--- src/source/tracker_csr_pkg.sv ---
//~~~~~~~~~~~~~~~~~~~~~~~~~~~~~~
// Tracker register map
// APB widths, register offsets and bit positions
//~~~~~~~~~~~~~~~~~~~~~~~~~~~~~~
package tracker_csr_pkg;

    localparam int CSR_ADDR_W = 8;
    localparam int CSR_DATA_W = 32;

    // Register offsets
    localparam logic [CSR_ADDR_W-1:0] REG_CTRL     = 8'h00;
    localparam logic [CSR_ADDR_W-1:0] REG_STATUS   = 8'h04;
    localparam logic [CSR_ADDR_W-1:0] REG_ACCEPTED = 8'h08;
    localparam logic [CSR_ADDR_W-1:0] REG_MAX_LAT  = 8'h0C;

    // Control and status fields
    localparam int CTRL_ENABLE_BIT  = 0;
    localparam int STATUS_COUNT_W   = 4;
    localparam int STATUS_EMPTY_BIT = 8;
    localparam int STATUS_FULL_BIT  = 9;

endpackage

--- src/source/tracker_pkg.sv ---
//~~~~~~~~~~~~~~~~~~~~~~~~~~~~~~
// Request tracker definitions
// Widths of tags, addresses, sources and cycle stamps,
// plus the record kept for each request in flight
//~~~~~~~~~~~~~~~~~~~~~~~~~~~~~~
package tracker_pkg;

    // Number of requests that can be outstanding at once
    localparam int NUM_TAGS = 8;
    localparam int TAG_W    = $clog2(NUM_TAGS);

    // In-flight count has to reach NUM_TAGS itself, hence the extra bit
    localparam int COUNT_W  = TAG_W + 1;

    localparam int ADDR_W   = 32;
    localparam int SOURCE_W = 4;
    localparam int STAMP_W  = 16;

    // Details of one request, stored by tag until its response returns
    typedef struct packed {
        logic [ADDR_W-1:0]   addr;
        logic [SOURCE_W-1:0] source;
    } req_record_t;

    typedef logic [STAMP_W-1:0] stamp_t;

endpackage

--- src/source/priority_encoder.sv ---
//~~~~~~~~~~~~~~~~~~~~~~~~~~~~~~
// Priority encoder
// Reports the index of the lowest set bit of a vector
// and whether any bit is set at all
//~~~~~~~~~~~~~~~~~~~~~~~~~~~~~~
`timescale 1ns/100ps

module priority_encoder #(
    parameter int WIDTH = 8
) (
    input  logic [WIDTH-1:0]         data_in,
    output logic [$clog2(WIDTH)-1:0] index_out,
    output logic                     valid_out
);

    // Scan from the top down so that the lowest set bit is the last one
    // to write the index
    always_comb begin
        index_out = '0;
        valid_out = 1'b0;
        for (int i = WIDTH - 1; i >= 0; i--) begin
            if (data_in[i]) begin
                index_out = i[$clog2(WIDTH)-1:0];
                valid_out = 1'b1;
            end
        end
    end

endmodule

--- src/source/request_tracker.sv ---
//~~~~~~~~~~~~~~~~~~~~~~~~~~~~~~
// Request tracker
// Issues tags to incoming requests, records their details
// and issue time, and retires them on response with latency
//~~~~~~~~~~~~~~~~~~~~~~~~~~~~~~
`timescale 1ns/100ps

module request_tracker (
    input  logic                              clk,
    input  logic                              reset,
    input  logic                              enable,

    input  logic                              req_valid,
    input  logic [tracker_pkg::ADDR_W-1:0]    req_addr,
    input  logic [tracker_pkg::SOURCE_W-1:0]  req_source,
    output logic                              req_ready,
    output logic [tracker_pkg::TAG_W-1:0]     req_tag,

    input  logic                              rsp_valid,
    input  logic [tracker_pkg::TAG_W-1:0]     rsp_tag,

    output logic                              done_valid,
    output logic [tracker_pkg::ADDR_W-1:0]    done_addr,
    output logic [tracker_pkg::SOURCE_W-1:0]  done_source,
    output logic [tracker_pkg::STAMP_W-1:0]   done_latency,

    output logic                              accepted,
    output logic [tracker_pkg::COUNT_W-1:0]   in_flight,
    output logic                              empty,
    output logic                              full
);

    logic                              accept;
    tracker_pkg::stamp_t               stamp_r;
    tracker_pkg::stamp_t               issue_stamp;
    tracker_pkg::req_record_t          wr_record;
    tracker_pkg::req_record_t          rd_record;
    logic [tracker_pkg::COUNT_W-1:0]   in_flight_r;

    // Requests wait while disabled or while every tag is in use
    assign req_ready = enable && !full;
    assign accept    = req_valid && req_ready;
    assign accepted  = accept;

    slot_allocator #(
        .SIZE (tracker_pkg::NUM_TAGS)
    ) u_slot_allocator (
        .clk          (clk),
        .reset        (reset),
        .acquire_en   (accept),
        .acquire_addr (req_tag),
        .release_en   (rsp_valid),
        .release_addr (rsp_tag),
        .empty        (empty),
        .full         (full)
    );

    assign wr_record.addr   = req_addr;
    assign wr_record.source = req_source;

    // Address and source of each request in flight
    tag_store #(
        .payload_t (tracker_pkg::req_record_t),
        .DEPTH     (tracker_pkg::NUM_TAGS)
    ) u_record_store (
        .clk        (clk),
        .write_en   (accept),
        .write_tag  (req_tag),
        .write_data (wr_record),
        .read_tag   (rsp_tag),
        .read_data  (rd_record)
    );

    // Cycle stamp taken at the accept edge
    tag_store #(
        .payload_t (tracker_pkg::stamp_t),
        .DEPTH     (tracker_pkg::NUM_TAGS)
    ) u_stamp_store (
        .clk        (clk),
        .write_en   (accept),
        .write_tag  (req_tag),
        .write_data (stamp_r),
        .read_tag   (rsp_tag),
        .read_data  (issue_stamp)
    );

    // Free-running stamp, wraps naturally so the subtraction stays modular
    // In-flight count holds when an accept and a response coincide
    always_ff @(posedge clk) begin
        if (reset) begin
            stamp_r     <= '0;
            in_flight_r <= '0;
        end else begin
            stamp_r <= stamp_r + 1'b1;
            if (accept && !rsp_valid) begin
                in_flight_r <= in_flight_r + 1'b1;
            end else if (rsp_valid && !accept) begin
                in_flight_r <= in_flight_r - 1'b1;
            end
        end
    end

    assign in_flight = in_flight_r;

    // Completion is resolved in the response cycle itself
    assign done_valid   = rsp_valid;
    assign done_addr    = rd_record.addr;
    assign done_source  = rd_record.source;
    assign done_latency = stamp_r - issue_stamp;

endmodule

--- src/source/slot_allocator.sv ---
//~~~~~~~~~~~~~~~~~~~~~~~~~~~~~~
// Slot allocator
// Keeps a bitmap of free slots and offers the lowest free
// index one cycle ahead, with registered empty and full flags
//~~~~~~~~~~~~~~~~~~~~~~~~~~~~~~
`timescale 1ns/100ps

module slot_allocator #(
    parameter int SIZE = tracker_pkg::NUM_TAGS
) (
    input  logic                    clk,
    input  logic                    reset,

    input  logic                    acquire_en,
    output logic [$clog2(SIZE)-1:0] acquire_addr,

    input  logic                    release_en,
    input  logic [$clog2(SIZE)-1:0] release_addr,

    output logic                    empty,
    output logic                    full
);

    // One bit per slot, set while the slot is free
    logic [SIZE-1:0]         free_slots;
    logic [SIZE-1:0]         free_slots_n;
    logic [$clog2(SIZE)-1:0] offer_r;
    logic                    empty_r;
    logic                    full_r;
    logic [$clog2(SIZE)-1:0] free_index;
    logic                    free_valid;

    // Next bitmap after this cycle's release and acquire
    // The acquire always takes the slot currently on offer
    always_comb begin
        free_slots_n = free_slots;
        if (release_en) begin
            free_slots_n[release_addr] = 1'b1;
        end
        if (acquire_en) begin
            free_slots_n[offer_r] = 1'b0;
        end
    end

    // Search the next bitmap so the offer is ready one cycle later
    priority_encoder #(
        .WIDTH (SIZE)
    ) u_free_search (
        .data_in   (free_slots_n),
        .index_out (free_index),
        .valid_out (free_valid)
    );

    always_ff @(posedge clk) begin
        if (reset) begin
            free_slots <= {SIZE{1'b1}};
            offer_r    <= '0;
            empty_r    <= 1'b1;
            full_r     <= 1'b0;
        end else begin
            // Any change to the bitmap can move the lowest free slot,
            // including a release that frees a slot below the current offer
            if (acquire_en || release_en) begin
                offer_r <= free_index;
            end
            free_slots <= free_slots_n;
            empty_r    <= &free_slots_n;
            full_r     <= ~free_valid;
        end
    end

    assign acquire_addr = offer_r;
    assign empty        = empty_r;
    assign full         = full_r;

endmodule

--- src/source/tag_store.sv ---
//~~~~~~~~~~~~~~~~~~~~~~~~~~~~~~
// Tag store
// Register array indexed by tag with one synchronous write
// port and one asynchronous read port
//~~~~~~~~~~~~~~~~~~~~~~~~~~~~~~
`timescale 1ns/100ps

module tag_store #(
    parameter type payload_t = logic [7:0],
    parameter int  DEPTH     = tracker_pkg::NUM_TAGS
) (
    input  logic                     clk,

    input  logic                     write_en,
    input  logic [$clog2(DEPTH)-1:0] write_tag,
    input  payload_t                 write_data,

    input  logic [$clog2(DEPTH)-1:0] read_tag,
    output payload_t                 read_data
);

    // One entry per tag
    payload_t entries [DEPTH];

    // Entry is filled when its tag is handed out
    always_ff @(posedge clk) begin
        if (write_en) begin
            entries[write_tag] <= write_data;
        end
    end

    // Read is combinational so a response is resolved in its own cycle
    assign read_data = entries[read_tag];

endmodule

--- src/source/tracker_csr.sv ---
//~~~~~~~~~~~~~~~~~~~~~~~~~~~~~~
// Tracker register block
// APB slave with the enable control, tracker status,
// accepted-request count and maximum latency
//~~~~~~~~~~~~~~~~~~~~~~~~~~~~~~
`timescale 1ns/100ps

module tracker_csr (
    input  logic                                  clk,
    input  logic                                  reset,

    input  logic [tracker_csr_pkg::CSR_ADDR_W-1:0] paddr,
    input  logic                                  psel,
    input  logic                                  penable,
    input  logic                                  pwrite,
    input  logic [tracker_csr_pkg::CSR_DATA_W-1:0] pwdata,
    output logic [tracker_csr_pkg::CSR_DATA_W-1:0] prdata,
    output logic                                  pready,
    output logic                                  pslverr,

    output logic                                  enable,

    input  logic                                  accepted,
    input  logic [tracker_pkg::COUNT_W-1:0]       in_flight,
    input  logic                                  empty,
    input  logic                                  full,
    input  logic                                  done_valid,
    input  logic [tracker_pkg::STAMP_W-1:0]       done_latency
);

    logic                                  access;
    logic                                  wr_access;
    logic                                  mapped;
    logic                                  enable_r;
    logic [tracker_csr_pkg::CSR_DATA_W-1:0] accepted_cnt;
    tracker_pkg::stamp_t                   max_lat;
    logic [tracker_csr_pkg::CSR_DATA_W-1:0] status_word;

    // Zero wait states, so the access phase is always the last one
    assign pready    = 1'b1;
    assign access    = psel && penable;
    assign wr_access = access && pwrite;

    assign mapped = (paddr == tracker_csr_pkg::REG_CTRL)
                 || (paddr == tracker_csr_pkg::REG_STATUS)
                 || (paddr == tracker_csr_pkg::REG_ACCEPTED)
                 || (paddr == tracker_csr_pkg::REG_MAX_LAT);

    assign pslverr = access && !mapped;

    always_ff @(posedge clk) begin
        if (reset) begin
            enable_r     <= 1'b0;
            accepted_cnt <= '0;
            max_lat      <= '0;
        end else begin
            if (wr_access && (paddr == tracker_csr_pkg::REG_CTRL)) begin
                enable_r <= pwdata[tracker_csr_pkg::CTRL_ENABLE_BIT];
            end

            // Wraps after 2^32 requests
            if (accepted) begin
                accepted_cnt <= accepted_cnt + 1'b1;
            end

            // A completion in the same cycle as the clear survives it
            if (wr_access && (paddr == tracker_csr_pkg::REG_MAX_LAT)) begin
                max_lat <= done_valid ? done_latency : '0;
            end else if (done_valid && (done_latency > max_lat)) begin
                max_lat <= done_latency;
            end
        end
    end

    assign enable = enable_r;

    always_comb begin
        status_word = '0;
        status_word[tracker_csr_pkg::STATUS_COUNT_W-1:0] = in_flight;
        status_word[tracker_csr_pkg::STATUS_EMPTY_BIT]   = empty;
        status_word[tracker_csr_pkg::STATUS_FULL_BIT]    = full;
    end

    // Read data follows the address; unmapped offsets return zero
    always_comb begin
        prdata = '0;
        case (paddr)
            tracker_csr_pkg::REG_CTRL: begin
                prdata[tracker_csr_pkg::CTRL_ENABLE_BIT] = enable_r;
            end
            tracker_csr_pkg::REG_STATUS: begin
                prdata = status_word;
            end
            tracker_csr_pkg::REG_ACCEPTED: begin
                prdata = accepted_cnt;
            end
            tracker_csr_pkg::REG_MAX_LAT: begin
                prdata = tracker_csr_pkg::CSR_DATA_W'(max_lat);
            end
            default: begin
                prdata = '0;
            end
        endcase
    end

endmodule

--- src/source/tracker_top.sv ---
//~~~~~~~~~~~~~~~~~~~~~~~~~~~~~~
// Tracker top level
// Joins the request tracker and its APB register block
//~~~~~~~~~~~~~~~~~~~~~~~~~~~~~~
`timescale 1ns/100ps

module tracker_top (
    input  logic                                   clk,
    input  logic                                   reset,

    input  logic                                   req_valid,
    input  logic [tracker_pkg::ADDR_W-1:0]         req_addr,
    input  logic [tracker_pkg::SOURCE_W-1:0]       req_source,
    output logic                                   req_ready,
    output logic [tracker_pkg::TAG_W-1:0]          req_tag,

    input  logic                                   rsp_valid,
    input  logic [tracker_pkg::TAG_W-1:0]          rsp_tag,

    output logic                                   done_valid,
    output logic [tracker_pkg::ADDR_W-1:0]         done_addr,
    output logic [tracker_pkg::SOURCE_W-1:0]       done_source,
    output logic [tracker_pkg::STAMP_W-1:0]        done_latency,

    input  logic [tracker_csr_pkg::CSR_ADDR_W-1:0] paddr,
    input  logic                                   psel,
    input  logic                                   penable,
    input  logic                                   pwrite,
    input  logic [tracker_csr_pkg::CSR_DATA_W-1:0] pwdata,
    output logic [tracker_csr_pkg::CSR_DATA_W-1:0] prdata,
    output logic                                   pready,
    output logic                                   pslverr
);

    logic                            enable;
    logic                            accepted;
    logic [tracker_pkg::COUNT_W-1:0] in_flight;
    logic                            empty;
    logic                            full;

    request_tracker u_request_tracker (
        .clk          (clk),
        .reset        (reset),
        .enable       (enable),
        .req_valid    (req_valid),
        .req_addr     (req_addr),
        .req_source   (req_source),
        .req_ready    (req_ready),
        .req_tag      (req_tag),
        .rsp_valid    (rsp_valid),
        .rsp_tag      (rsp_tag),
        .done_valid   (done_valid),
        .done_addr    (done_addr),
        .done_source  (done_source),
        .done_latency (done_latency),
        .accepted     (accepted),
        .in_flight    (in_flight),
        .empty        (empty),
        .full         (full)
    );

    // Statistics are fed from the same completion outputs seen outside
    tracker_csr u_tracker_csr (
        .clk          (clk),
        .reset        (reset),
        .paddr        (paddr),
        .psel         (psel),
        .penable      (penable),
        .pwrite       (pwrite),
        .pwdata       (pwdata),
        .prdata       (prdata),
        .pready       (pready),
        .pslverr      (pslverr),
        .enable       (enable),
        .accepted     (accepted),
        .in_flight    (in_flight),
        .empty        (empty),
        .full         (full),
        .done_valid   (done_valid),
        .done_latency (done_latency)
    );

endmodule

--- config.mk ---
export PLATFORM = sky130hd
export DESIGN_NAME = tracker_top
export DESIGN_NICKNAME = d
export VERILOG_FILES = /design/src/source/tracker_csr_pkg.sv /design/src/source/tracker_pkg.sv /design/src/source/priority_encoder.sv /design/src/source/request_tracker.sv /design/src/source/slot_allocator.sv /design/src/source/tag_store.sv /design/src/source/tracker_csr.sv /design/src/source/tracker_top.sv
export SDC_FILE = /design/constraint.sdc
export NUM_CORES = 1
export LEC_CHECK = 0
export BUFFER_PORTS_ARGS = -buffer_cell sky130_fd_sc_hd__buf_2
export CAP_MARGIN = 25
export CORE_AREA = 3 3 248 250
export DETAILED_ROUTE_END_ITERATION = 10
export DIE_AREA = 0 0 251 253
export GPL_TIMING_DRIVEN = 0
export SETUP_SLACK_MARGIN = 0.2
export SLEW_MARGIN = 0
export SYNTH_ARGS = -nofsm -noshare
export SYNTH_HDL_FRONTEND = slang
export SYNTH_SLANG_ARGS = --single-unit
--- constraint.sdc ---
create_clock -name clk -period 10.87 [get_ports clk]
set_input_delay 2.174 -clock clk [delete_from_list [all_inputs] [get_ports clk]]
set_output_delay 2.174 -clock clk [all_outputs]
set_load 0.01 [all_outputs]
### Yosys cells after proc, flatten, opt, wreduce, memory -nomap -nowiden

Memories as Yosys holds them, arrays and structs flattened.
Index checks and enable logic that the tools add are counted.

| word-level totals | value |
|---|---|
| bits in registers | 82 |
| bits in writable memories | 416 |
| bits of input ports | 86 |
| logic and storage cells | 83 |
| memories | 2 |

Memory list:

| name | words | bits a word | read ports | clocked after Yosys merged registers in | write ports | line | RTL |
|---|---|---|---|---|---|---|---|
| u_request_tracker.u_record_store.entries | 8 | 36 | 1 | 0 | 1 | tag_store.sv:23 | `payload_t entries [DEPTH];` |
| u_request_tracker.u_stamp_store.entries | 8 | 16 | 1 | 0 | 1 | tag_store.sv:23 |  |

| operators by class | value |
|---|---|
| add/sub/neg operators | 5 |
| magnitude comparators | 5 |
| equal/unequal tests | 3 |
| muxes and demuxes | 31 |
| bitwise operators | 4 |
| reductions and logical operators | 24 |

Operator list:

| cell | count |
|---|---|
| 31-bit case mux with 3 select lines | 1 |
| 16-bit 2-to-1 mux | 3 |
| 32-bit by 1-bit adder with 32-bit output, second input constant | 1 |
| 3-bit 2-to-1 mux | 8 |
| 16-bit by 1-bit adder with 16-bit output, second input constant | 1 |
| 8-bit by 4-bit == test with 1-bit output, second input constant | 2 |
| 16-bit greater-than comparator | 1 |
| 8-bit 2-to-1 mux | 2 |
| 16-bit subtractor | 1 |
| 1-bit logical AND | 12 |
| 1-bit 2-to-1 mux | 12 |
| 8-bit AND | 1 |
| 8-bit by 3-bit == test with 1-bit output, second input constant | 1 |
| 8-bit zero test | 1 |
| 3-bit by 4-bit < comparator with 1-bit output, second input constant | 2 |
| 4-bit 2-to-1 mux | 2 |
| 8-bit NOT | 1 |
| 8-bit OR | 1 |
| 8-bit AND reduction | 1 |
| 1-bit demux with 3-bit select | 2 |
| 3-bit by 1-bit >= comparator with 1-bit output, second input constant | 2 |
| 4-bit by 1-bit adder with 4-bit output, second input constant | 1 |
| 1-bit zero test | 4 |
| 1-bit logical OR | 4 |
| other kinds (4) | 5 |

### Logic depth before layout (Yosys ltp)

Gate-level depths: netlist of the first run.

| depth | value |
|---|---|
| depth in word-level cells | 17 |
| mapped depth | 22 |
| depth with buffers taken out | 18 |

### Hierarchy

Synthesis of the first run repeated with hierarchy kept, for this count alone.

| second synthesis, totals | value |
|---|---|
| cells, all modules | 1294 |
| area total of the unflattened synthesis | 21584.5 um2 |

By module, submodules not included:

| module | instances | cells an instance | area an instance (um2) |
|---|---|---|---|
| tag_store (u_request_tracker.u_record_store) | 1 | 429 | 11141.9 |
| tag_store (u_request_tracker.u_stamp_store) | 1 | 198 | 4973.5 |
| tracker_csr | 1 | 363 | 3041.7 |
| request_tracker | 1 | 213 | 1697.9 |
| slot_allocator | 1 | 78 | 649.4 |
| priority_encoder | 1 | 13 | 80.1 |

### Least setup slack after synthesis of the first run

Ideal clock, no wire load.

| timing | value |
|---|---|
| path type | in2out |
| start point | in rsp_tag[2] in the netlist's numbering |
| end point | out done_latency[12] in the netlist's numbering |
| data arrival time | 5.374 ns |
| data required time | 8.696 ns |
| path slack | 3.322 ns |
| stages on the path | 14 |
| path through | clkbuf_1 > clkbuf_1 > clkbuf_1 > mux4_2 > mux2_2 > ha_1 > inv_1 > fa_1 > a211oi_1 > nor2_1 > o311ai_1 > a21oi_1 > or3_1 > and2_1 |

| between the ends | value |
|---|---|
| cells in the longest elaborated chain, start to end | 2 |

Ends and longest elaborated chain:

| item | line | RTL |
|---|---|---|
| from (decl) | tracker_top.sv:18 | `input logic [tracker_pkg::TAG_W-1:0] rsp_tag,` |
| memory read 8 x 16 bit | - |  |
| 16-bit subtractor | request_tracker.sv:109 | `assign done_latency = stamp_r - issue_stamp;` |
| to (decl) | tracker_top.sv:23 | `output logic [tracker_pkg::STAMP_W-1:0] done_latency,` |

Every way passes these cells.

### Worst setup path after layout of the first run

Same ends and word-level chain as after synthesis.

==> results of run 1 <==
[critical path: cells and delay by family]
kind,cells,cell delay [ps]
multiplexers,2,510
AND/OR/NAND/NOR,3,730
buffers and inverters,6,2030
adder cells (fa/ha/maj),2,580
AO/OA/AOI/OAI,3,900
[logic make-up after synthesis]
group                      Yosys count  synth area share, %
DFF                                498                68.32
and+or+nand+nor                    249                6.725
muxes                              166                14.64
AOI/OAI and AO/OA                  141                4.554
buffers and inverters               82                1.621
xor gates and xnor gates            40                1.693
adders and majority gates           39                2.431
other                                1              0.01813
[cell usage after synthesis (3+ instances only)]
library cell    n  area, sq um
edfxtp_1      416        12490
mux4_2        105         2365
dfxtp_1        82         1642
nor2_1         67        251.5
a21oi_1        45        225.2
mux2_2         42        473.0
nand2_1        42        157.7
ha_1           37        462.9
clkbuf_1       32        120.1
inv_1          28        105.1
a22o_1         24        210.2
nand3_1        22        110.1
xor2_1         22        192.7
and2_1         19        118.9
mux2i_1        18        180.2
xnor2_1        18        157.7
o21ai_0        16        80.08
or3_1          15        93.84
buf_1          14        52.55
nand4_1        13        81.33
nand2b_1       12        75.07
o21ai_1        12        60.06
and3_1         11        68.82
nor2b_1        11        68.82
a21o_1          7        52.55
a22oi_1         5        37.54
nor4_1          5        31.28
and4_1          4        35.03
buf_2           4        20.02
nor3_1          4        20.02
o21a_1          4        30.03
a211oi_1        3        22.52
a31o_1          3        26.28
and4b_1         3        30.03
nor3b_1         3        22.52
nor4_4          3        63.81
o22ai_1         3        18.77
[report_power, final]
group / internal, mW / switching [mW]
logic: 0.116 / 0.144
registers: 2.07 / 0.0126
clock network: 1.14 / 0.749
[registers in the layout, indices dropped and copies added, names as in the netlist]
register                                         flops
u_request_tracker.in_flight                          4
u_request_tracker.stamp_r                           16
u_request_tracker.u_record_store.entries           288
u_request_tracker.u_slot_allocator.acquire_addr      3
u_request_tracker.u_slot_allocator.empty             1
u_request_tracker.u_slot_allocator.free_slots        8
u_request_tracker.u_slot_allocator.full              1
u_request_tracker.u_stamp_store.entries            128
u_tracker_csr.accepted_cnt                          32
u_tracker_csr.enable                                 1
u_tracker_csr.max_lat                               16
[area by class of cell]
type	instances	area [sq um]	share of cell area (%)
clock inverter	34	474.2	1.913
antenna	3	7.507	0.03029
sequential	498	14130	57.03
buffer	54	230.2	0.9290
timing repair buffer	172	1225	4.943
clock buffer	63	1365	5.508
multi-input combinational	636	6275	25.32
tap	773	967.2	3.903
inverter	28	105.1	0.4241
[final timing paths]
path                                                      startpoint                                           to  slack (ps)
max                                                       rsp_tag[2]                             done_latency[12]        1740
min                      u_tracker_csr.accepted_cnt[31]$_SDFFE_PP0P_  u_tracker_csr.accepted_cnt[31]$_SDFFE_PP0P_         490
max reg2reg  u_request_tracker.u_stamp_store.entries[3][2]$_DFFE_PP_        u_tracker_csr.max_lat[7]$_SDFFE_PP0P_        5500
min reg2reg              u_tracker_csr.accepted_cnt[31]$_SDFFE_PP0P_  u_tracker_csr.accepted_cnt[31]$_SDFFE_PP0P_         490
[per-layer routing]
metal / vias up / GRT usage [%]
met1: 5937 / 20.61
li1: 5277 / -
met4: 6 / 3.299
met5: - / 0
met2: 296 / 23.75
met3: 79 / 3.872
[stage by stage]
step	hold slack, ps	utilization [%]	setup WS (ps)
floorplan	458.5	-	3322
global placement	471.4	37.73	-574.6
detailed placement	488.1	38.60	1646
CTS	496.4	41.71	1667
global route	524.4	41.82	1353
finish	491.4	41.83	1740
==> impl_metrics.tcl, run 1 <==
set metrics [dict create \
    cp-start-kind "primary input" \
    synth_edf_count 416 \
    wl_met3_um 3063 \
    fp.dieW_um 251 \
    async_flop_share_pct 0 \
    clk_latency_ps 620 \
    tritoncts "yes" \
    cts_hold_buf 0 \
    ant_nets 0 \
    ys.flop_type "edfxtp_1" \
    syn_avg_cell_area_sq_um 17.01 \
    tns_ps 0 \
    cp_slowest_stage_delay_ps 670 \
    crit_top_cell "clkbuf_1" \
    finalPower_mw 4.228 \
    drt_first_pass_iters 7 \
    synth-seq-cells 498 \
    outcome "finished clean" \
    vias 11595 \
    synth_nets 1341 \
    hpwl_um 31640 \
    syn-cell-area_sq_um 20690 \
    mostFrequentLayoutCells "edfxtp_1 (416), buf_2 (143), mux4_2 (105)" \
    overflow 0 \
    postRouteWirelength_um 47430 \
    rsz0062_at_grt "false" \
    grt_start_max_net_pins 24 \
    detail_route.wl_per_cell_um 20.98 \
    cts_buffer_depth 3 \
    grt_pass1_vias 11770 \
    cp-end-kind "output port" \
    synth_warnings 0 \
    port_buffers 139 \
    die-height_um 253 \
    drc 0 \
    antenna_found_initial 6 \
    syn2layout_area_growth_pct 19.79 \
    vdd_drop_max_v 0.0001435 \
    io-pin-count 177 \
    path_cells "buf_2, clkbuf_1, clkbuf_1, clkbuf_1, mux4_2, mux2_2, ha_1, inv_1, fa_1, a211oi_1, nor2_1, o311ai_1, a21oi_1, or3_1, and2_1, buf_2" \
    ys_types 71 \
    synth_seq_area_share_pct 68.32 \
    fin_crit_ps 9130 \
    final_common_cell "edfxtp_1" \
    start_util_pct 34.92 \
    cts_setup_buffers 0 \
    first_iter_violations 713 \
    leakage_nw 8.483 \
    fmax_ghz 0.1095 \
    post_dp_cell_area_sq_um 22870 \
    required_ps 8700 \
    globalplace.congestion 0.7838 \
    dieArea_sq_um 63500 \
    cts-root-buf "clkbuf_16" \
    cts.reportedPaths.clkPinSlew_ps 50 \
    maxCapViolations 0 \
    period_share_pct 83.99 \
    p_per_area_nw_per_um2 170.6 \
    wirelength_met1_um 21500 \
    worst-endpoint-arrival_ps 6960 \
    final_cells 2261 \
    cts_made_buffers 52 \
    vias_per_cell 5.128 \
    ctsResizeCount 0 \
    hold_viol 0 \
    grtUsageTotal_pct 14.88 \
    max_slew_margin_pct 38.19 \
    cts_num_sinks 498 \
    drive_above_1_share_pct 28.96 \
    hp-class "reg -> reg" \
    grt_pass1_wl_um 72240 \
    dp_cells 2156 \
    fillers 5353 \
    crit_type "in -> out" \
    slowest_stage "clkbuf_1" \
    cts_htree_levels 2 \
    slew_violations 0 \
    wl_met2_um 21920 \
    route.top_layer_used "met5" \
    reg2reg_depth 16 \
    worst_slew_pin_slew_ps 927.1 \
    nets 1567 \
    hold_depth 2 \
    synth_cells 1216 \
    cp_max_fo 10 \
    clock_skew_ps 45.66 \
    finalSetupViolations 0 \
    row_count 89 \
    design_area_sq_um 24780 \
    core_area_sq_um 59240 \
]
(Power assumes the default switching activity.)
==> inputs of run 2 (changes only) <==
==> constraint.sdc (replaced) <==
create_clock -name clk -period 7.4 [get_ports clk]
set_input_delay 1.48 -clock clk [delete_from_list [all_inputs] [get_ports clk]]
set_output_delay 1.48 -clock clk [all_outputs]
set_load 0.01 [all_outputs]
==> run 2 against run 1 <==
  * Critical path depth decreased by 4
  * Hold slack about the same
  * Die area is the same
  * Global-route usage barely moved
  * Critical endpoint is now done_latency[13]
  * Largest power group unchanged
  * Worst setup slack got worse by 1300 ps
  * Sequential power increased by 47%
==> impl_metrics.tcl, run 2 (synthesis results as in run 1) <==
set metrics [dict create \
    worst_slew_pin_slew_ps 922.6 \
    first_iter_violations 763 \
    grt_pass1_wl_um 72260 \
    grt_start_max_net_pins 24 \
    fin_crit_ps 6914 \
    cp-start-kind "primary input" \
    finalSetupViolations 0 \
    clock_skew_ps 51.94 \
    cts_made_buffers 52 \
    holdWs_ps 490.9 \
    crit_family "buffers and inverters" \
    worstReg2RegStart "u_request_tracker.u_stamp_store.entries[3][2]$_DFFE_PP_" \
    mostFrequentLayoutCells "edfxtp_1 (416), buf_2 (144), mux4_2 (105)" \
    core_area_sq_um 59240 \
    hold_viol 0 \
    cp_slowest_stage_delay_ps 600 \
    critPathBufInv 4 \
    leakage_nw 8.497 \
    syn2layout_area_growth_pct 19.85 \
    dp_cells 2156 \
    tritoncts "yes" \
    p_per_area_nw_per_um2 250.5 \
    cp_max_fo 12 \
    design_area_sq_um 24800 \
    nets 1564 \
    utilization_pct 41.86 \
    reg_top3 "u_request_tracker.u_record_store.entries: 288 flops, u_request_tracker.u_stamp_store.entries: 128 flops, u_tracker_csr.accepted_cnt: 32 flops" \
    cp.depth 12 \
    fillers 5352 \
    hold_depth 2 \
    cts_hold_buf 0 \
    die-height_um 253 \
    cts_buffer_depth 3 \
    hp-class "reg -> reg" \
    row_count 89 \
    slowest_stage "clkbuf_1" \
    path_cells "buf_2, clkbuf_2, clkbuf_1, mux4_2, mux2i_1, ha_1, a2111o_1, o21ai_1, nor2b_1, mux2i_1, and2_1, buf_2" \
    overflow 0 \
    drc 0 \
    vias 11562 \
    hpwl_um 31640 \
    outcome "finished clean" \
    fmax_ghz 0.1446 \
    io-pin-count 177 \
    drt_first_pass_iters 7 \
    start_util_pct 34.92 \
    max_slew_margin_pct 38.50 \
    cts-root-buf "clkbuf_16" \
    crit_type "in -> out" \
    fin_ws_ps 485.6 \
    cts_htree_levels 2 \
    largest_reg_flops 288 \
    ant_nets 0 \
    cts_num_sinks 498 \
    required_ps 5920 \
    drive_above_1_share_pct 29.62 \
    critPathLaunch "rsp_tag[2]" \
    detail_route.wl_per_cell_um 20.93 \
    top_register "u_request_tracker.u_record_store.entries" \
    antenna_found_initial 6 \
    vdd_drop_max_v 0.0002110 \
    slew_violations 0 \
    dieArea_sq_um 63500 \
    grtUsageTotal_pct 14.89 \
    postRouteWirelength_um 47250 \
    port_buffers 139 \
    clk_latency_ps 630 \
    reg2reg_depth 17 \
    cp-end-kind "output port" \
    post_dp_cell_area_sq_um 22870 \
    rsz0062_at_grt "false" \
    globalplace.congestion 0.7838 \
    final_common_cell "edfxtp_1" \
    final_cells 2258 \
    post-place-ws_ps -1130 \
    maxCapViolations 0 \
    grt_pass1_vias 11759 \
    holdCritStartpoint "u_tracker_csr.accepted_cnt[31]$_SDFFE_PP0P_" \
    vias_per_cell 5.120 \
    worst-endpoint-arrival_ps 5430 \
    period_share_pct 93.44 \
    cts.reportedPaths.clkPinSlew_ps 50 \
    fp.dieW_um 251 \
]
## run 2: cell count changes in the layout (fill, tap and decap cells not counted), sizes merged
cell and delta:
buf -5, clkdlybuf4s15 +2
## run 2: worst paths after layout
check                                                      to  slack [ps]
setup / recovery                             done_latency[13]         490
hold reg to reg   u_tracker_csr.accepted_cnt[31]$_SDFFE_PP0P_         490
setup reg to reg        u_tracker_csr.max_lat[7]$_SDFFE_PP0P_        2350
hold / removal    u_tracker_csr.accepted_cnt[31]$_SDFFE_PP0P_         490
## run 2: worst min-delay path, cell delays in order, from the launching register on
cell	delay, ps
dfxtp_1	310
o21ai_1	70
a21oi_1	60
## run 2: per-stage QoR
step / setup TNS [ps] / total power, mW
after floorplan: 0 / 3.354
after global placement: -329690 / 3.488
after detailed placement: -17080 / 3.498
after CTS: 0 / 6.287
after global routing: 0 / 6.438
final: 0 / 6.212
## run 2: where the power goes
group / switching, mW / total [mW] / internal [mW] / leakage (nW)
combinational: 0.212 / 0.381 / 0.170 / 3.17
clock: 1.10 / 2.77 / 1.67 / 0.895
sequential: 0.0186 / 3.06 / 3.04 / 4.43
total: 1.33 / 6.21 / 4.88 / 8.50
## run 2: area by class of cell
type,instances,area (sq um),share of cell area [%]
antenna,3,7.507,0.03028
tap,773,967.2,3.900
buffer,53,251.5,1.014
inverter,28,105.1,0.4239
multi-input combinational,636,6294,25.38
timing repair buffer,170,1199,4.834
sequential,498,14130,57.00
clock inverter,34,474.2,1.912
clock buffer,63,1365,5.505
## run 2: routing by layer
metal / GRT usage, % / wire length (um)
met4: 3.299 / 836
met1: 20.62 / 21320
met5: 0 / 47
met2: 23.78 / 21890
met3: 3.841 / 3159
## run 2: what timing repair did
| item | in CTS | in global routing |
|---|---|---|
| resized for setup | 11 | 8 |
| cloned | 0 | 0 |
| endpoints found under the setup margin | 24 | 18 |
| buffers inserted | 0 | 0 |
==> inputs of run 3 (changes only) <==
--- a/config.mk
+++ b/config.mk
@@ -11,7 +11,9 @@
 export DETAILED_ROUTE_END_ITERATION = 10
 export DIE_AREA = 0 0 251 253
 export GPL_TIMING_DRIVEN = 0
+export PLACE_DENSITY_LB_ADDON = 0.25
 export SETUP_SLACK_MARGIN = 0.2
+export SKIP_LAST_GASP = 1
 export SLEW_MARGIN = 0
 export SYNTH_ARGS = -nofsm -noshare
 export SYNTH_HDL_FRONTEND = slang
==> run 3 against run 2 <==
  * Clock skew down 24 ps
  * Global-route usage about the same
  * Combinational power is essentially flat
  * Clock-buffer cell count is 7 higher
  * First-iteration DRC count shrank 6.3%
  * Sequential power about the same
  * Clock power is 8.7% lower
  * Hold slack improved by 13 ps
  * Sequential cell count did not move
  * Die area did not move
  * Maximum frequency is 2.6% higher
  * Total power is 3.9% lower
==> impl_metrics.tcl, run 3 (synthesis results as in run 1) <==
set metrics [dict create \
    rsz0062_at_grt "false" \
    holdCritStartpoint "u_tracker_csr.accepted_cnt[31]$_SDFFE_PP0P_" \
    cts.reportedPaths.clkPinSlew_ps 60 \
    cts_hold_buf 0 \
    start_util_pct 34.92 \
    die-height_um 253 \
    final_common_cell "edfxtp_1" \
    cts_htree_levels 2 \
    cp_max_fo 12 \
    syn2layout_area_growth_pct 19.39 \
    required_ps 5920 \
    multi_input_comb_area_sq_um 6294 \
    grtUsageTotal_pct 14.91 \
    port_buffers 139 \
    clock_skew_ps 28.34 \
    clk_latency_ps 610 \
    postRouteWirelength_um 47230 \
    reg2reg_to "u_tracker_csr.max_lat[9]$_SDFFE_PP0P_" \
    cts_made_buffers 52 \
    reg2reg_depth 18 \
    dieArea_sq_um 63500 \
    worst_slew_pin_slew_ps 928.1 \
    antenna_found_initial 6 \
    drive_above_1_share_pct 29.34 \
    grt_pass1_vias 11674 \
    hpwl_um 32140 \
    fp.dieW_um 251 \
    path_cells "buf_2, clkbuf_2, clkbuf_1, mux4_2, mux2i_1, ha_1, a2111o_1, o21ai_1, nor2b_1, mux2i_1, and2_1, buf_2" \
    worstReg2RegStart "u_request_tracker.u_stamp_store.entries[6][0]$_DFFE_PP_" \
    cp-end-kind "output port" \
    row_count 89 \
    critPathBufInv 4 \
    crit_type "in -> out" \
    cp_slowest_stage_delay_ps 550 \
    cp.depth 12 \
    hp-class "reg -> reg" \
    cts_num_sinks 498 \
    detail_route.wl_per_cell_um 20.90 \
    holdWs_ps 503.5 \
    seq_area_sq_um 14130 \
    max_slew_margin_pct 37.98 \
    hold_depth 2 \
    fmax_ghz 0.1483 \
    mostFrequentLayoutCells "edfxtp_1 (416), buf_2 (144), mux4_2 (105)" \
    reg2reg_setup_slack_ps 2340 \
    hold_end "u_tracker_csr.accepted_cnt[31]$_SDFFE_PP0P_" \
    fin_crit_ps 6742 \
    io-pin-count 177 \
    reg_top3 "u_request_tracker.u_record_store.entries: 288 flops, u_request_tracker.u_stamp_store.entries: 128 flops, u_tracker_csr.accepted_cnt: 32 flops" \
    p_per_area_nw_per_um2 241.8 \
    finalPower_mw 5.972 \
    maxCapViolations 0 \
    slowest_stage "clkbuf_1" \
    cts-root-buf "clkbuf_16" \
    grt_start_max_net_pins 23 \
    cts_buffer_depth 3 \
    ant_nets 0 \
    crit_family "buffers and inverters" \
    finalSetupViolations 0 \
    vias_per_cell 5.050 \
    vdd_drop_max_v 0.0001816 \
    globalplace.congestion 0.7877 \
    hold_viol 0 \
    top_register "u_request_tracker.u_record_store.entries" \
    tritoncts "yes" \
    core_area_sq_um 59240 \
    outcome "finished clean" \
    overflow 0 \
    period_share_pct 91.10 \
    worst-endpoint-arrival_ps 5260 \
    fillers 5387 \
    cp-start-kind "primary input" \
    drc 0 \
    slew_violations 0 \
    first_iter_violations 715 \
    cts_setup_buffers 0 \
    drt_first_pass_iters 5 \
    grt_pass1_wl_um 72230 \
    largest_reg_flops 288 \
    nets 1567 \
    vias 11413 \
    leakage_nw 8.439 \
]
==> run 3: cell types whose count changed in the layout (fill, tap and decap cells not counted), sizes merged <==
cell,change
clkdlybuf4s15,-1
inv,+4
clkinvlp,+2
buf,+5
clkinv,-4
clkbuf,+6
bufinv,-8
diode,-2
==> run 3: what timing repair did <==
action / CTS / global route
setup endpoints to repair: 24 / 14
resized for setup: 8 / 6
endpoints found under the hold margin: 0 / 0
==> run 3: metrics by stage <==
step           util [%]  instances  instance area, sq um  setup WS (ps)  TNS [ps]
2_1_floorplan         -       1216                 20690          903.7         0
3_3_place_gp      37.73       2128                 22350          -3213   -319590
3_5_place_dp      38.65       2156                 22900          -1294    -19700
4_1_cts           41.51       2253                 24590          249.2         0
5_1_grt           41.69       2259                 24700          234.4         0
6_report          41.69       2260                 24700          658.5         0
==> run 3: cell type report <==
cell class	instances	area share (%)
Clock inverter	28	1.023
Inverter	28	0.4255
Multi-Input combinational cell	636	25.48
Tap cell	773	3.916
Timing Repair Buffer	173	5.137
Clock buffer	70	5.800
Buffer	53	0.9878
Antenna cell	1	0.01013
Sequential cell	498	57.22
==> run 3: worst max path at each step <==
| stage | from | end | slack [ps] |
|---|---|---|---|
| 5_1_grt | rsp_tag[2] | u_tracker_csr.max_lat[5]$_SDFFE_PP0P_ | 230 |
| 2_1_floorplan | rsp_tag[2] | u_tracker_csr.max_lat[11]$_SDFFE_PP0P_ | 900 |
| 3_3_place_gp | req_valid | register | -3210 |
| 6_report | rsp_tag[2] | done_latency[13] | 660 |
| 4_1_cts | rsp_tag[0] | u_tracker_csr.max_lat[9]$_SDFFE_PP0P_ | 250 |
| 3_5_place_dp | rsp_tag[2] | u_tracker_csr.max_lat[8]$_SDFFE_PP0P_ | -1290 |
==> run 3: report_power, final <==
part / switching, mW / internal [mW] / leakage, nW
sequential: 0.0192 / 3.04 / 4.43
combinational: 0.210 / 0.171 / 3.19
clock: 1.09 / 1.44 / 0.810
total: 1.32 / 4.65 / 8.44
==> run 3: worst register-to-register path: cells and delay by family (launching register included) <==
kind | cells | cell delay [ps]
muxes | 2 | 410
adders and majority gates | 3 | 880
buffers and inverters | 2 | 380
AOI/OAI and AO/OA | 5 | 1420
DFF | 1 | 330
and+or+nand+nor | 6 | 1590
==> run 3: layer usage <==
| metal | track usage (%) | wire length, um | vias to the layer above |
|---|---|---|---|
| met2 | 24.77 | 22680 | 267 |
| met5 | 0 | 54 | - |
| met4 | 3.928 | 878 | 10 |
| met1 | 19.87 | 20910 | 5781 |
| met3 | 3.400 | 2698 | 66 |
| li1 | - | - | 5289 |
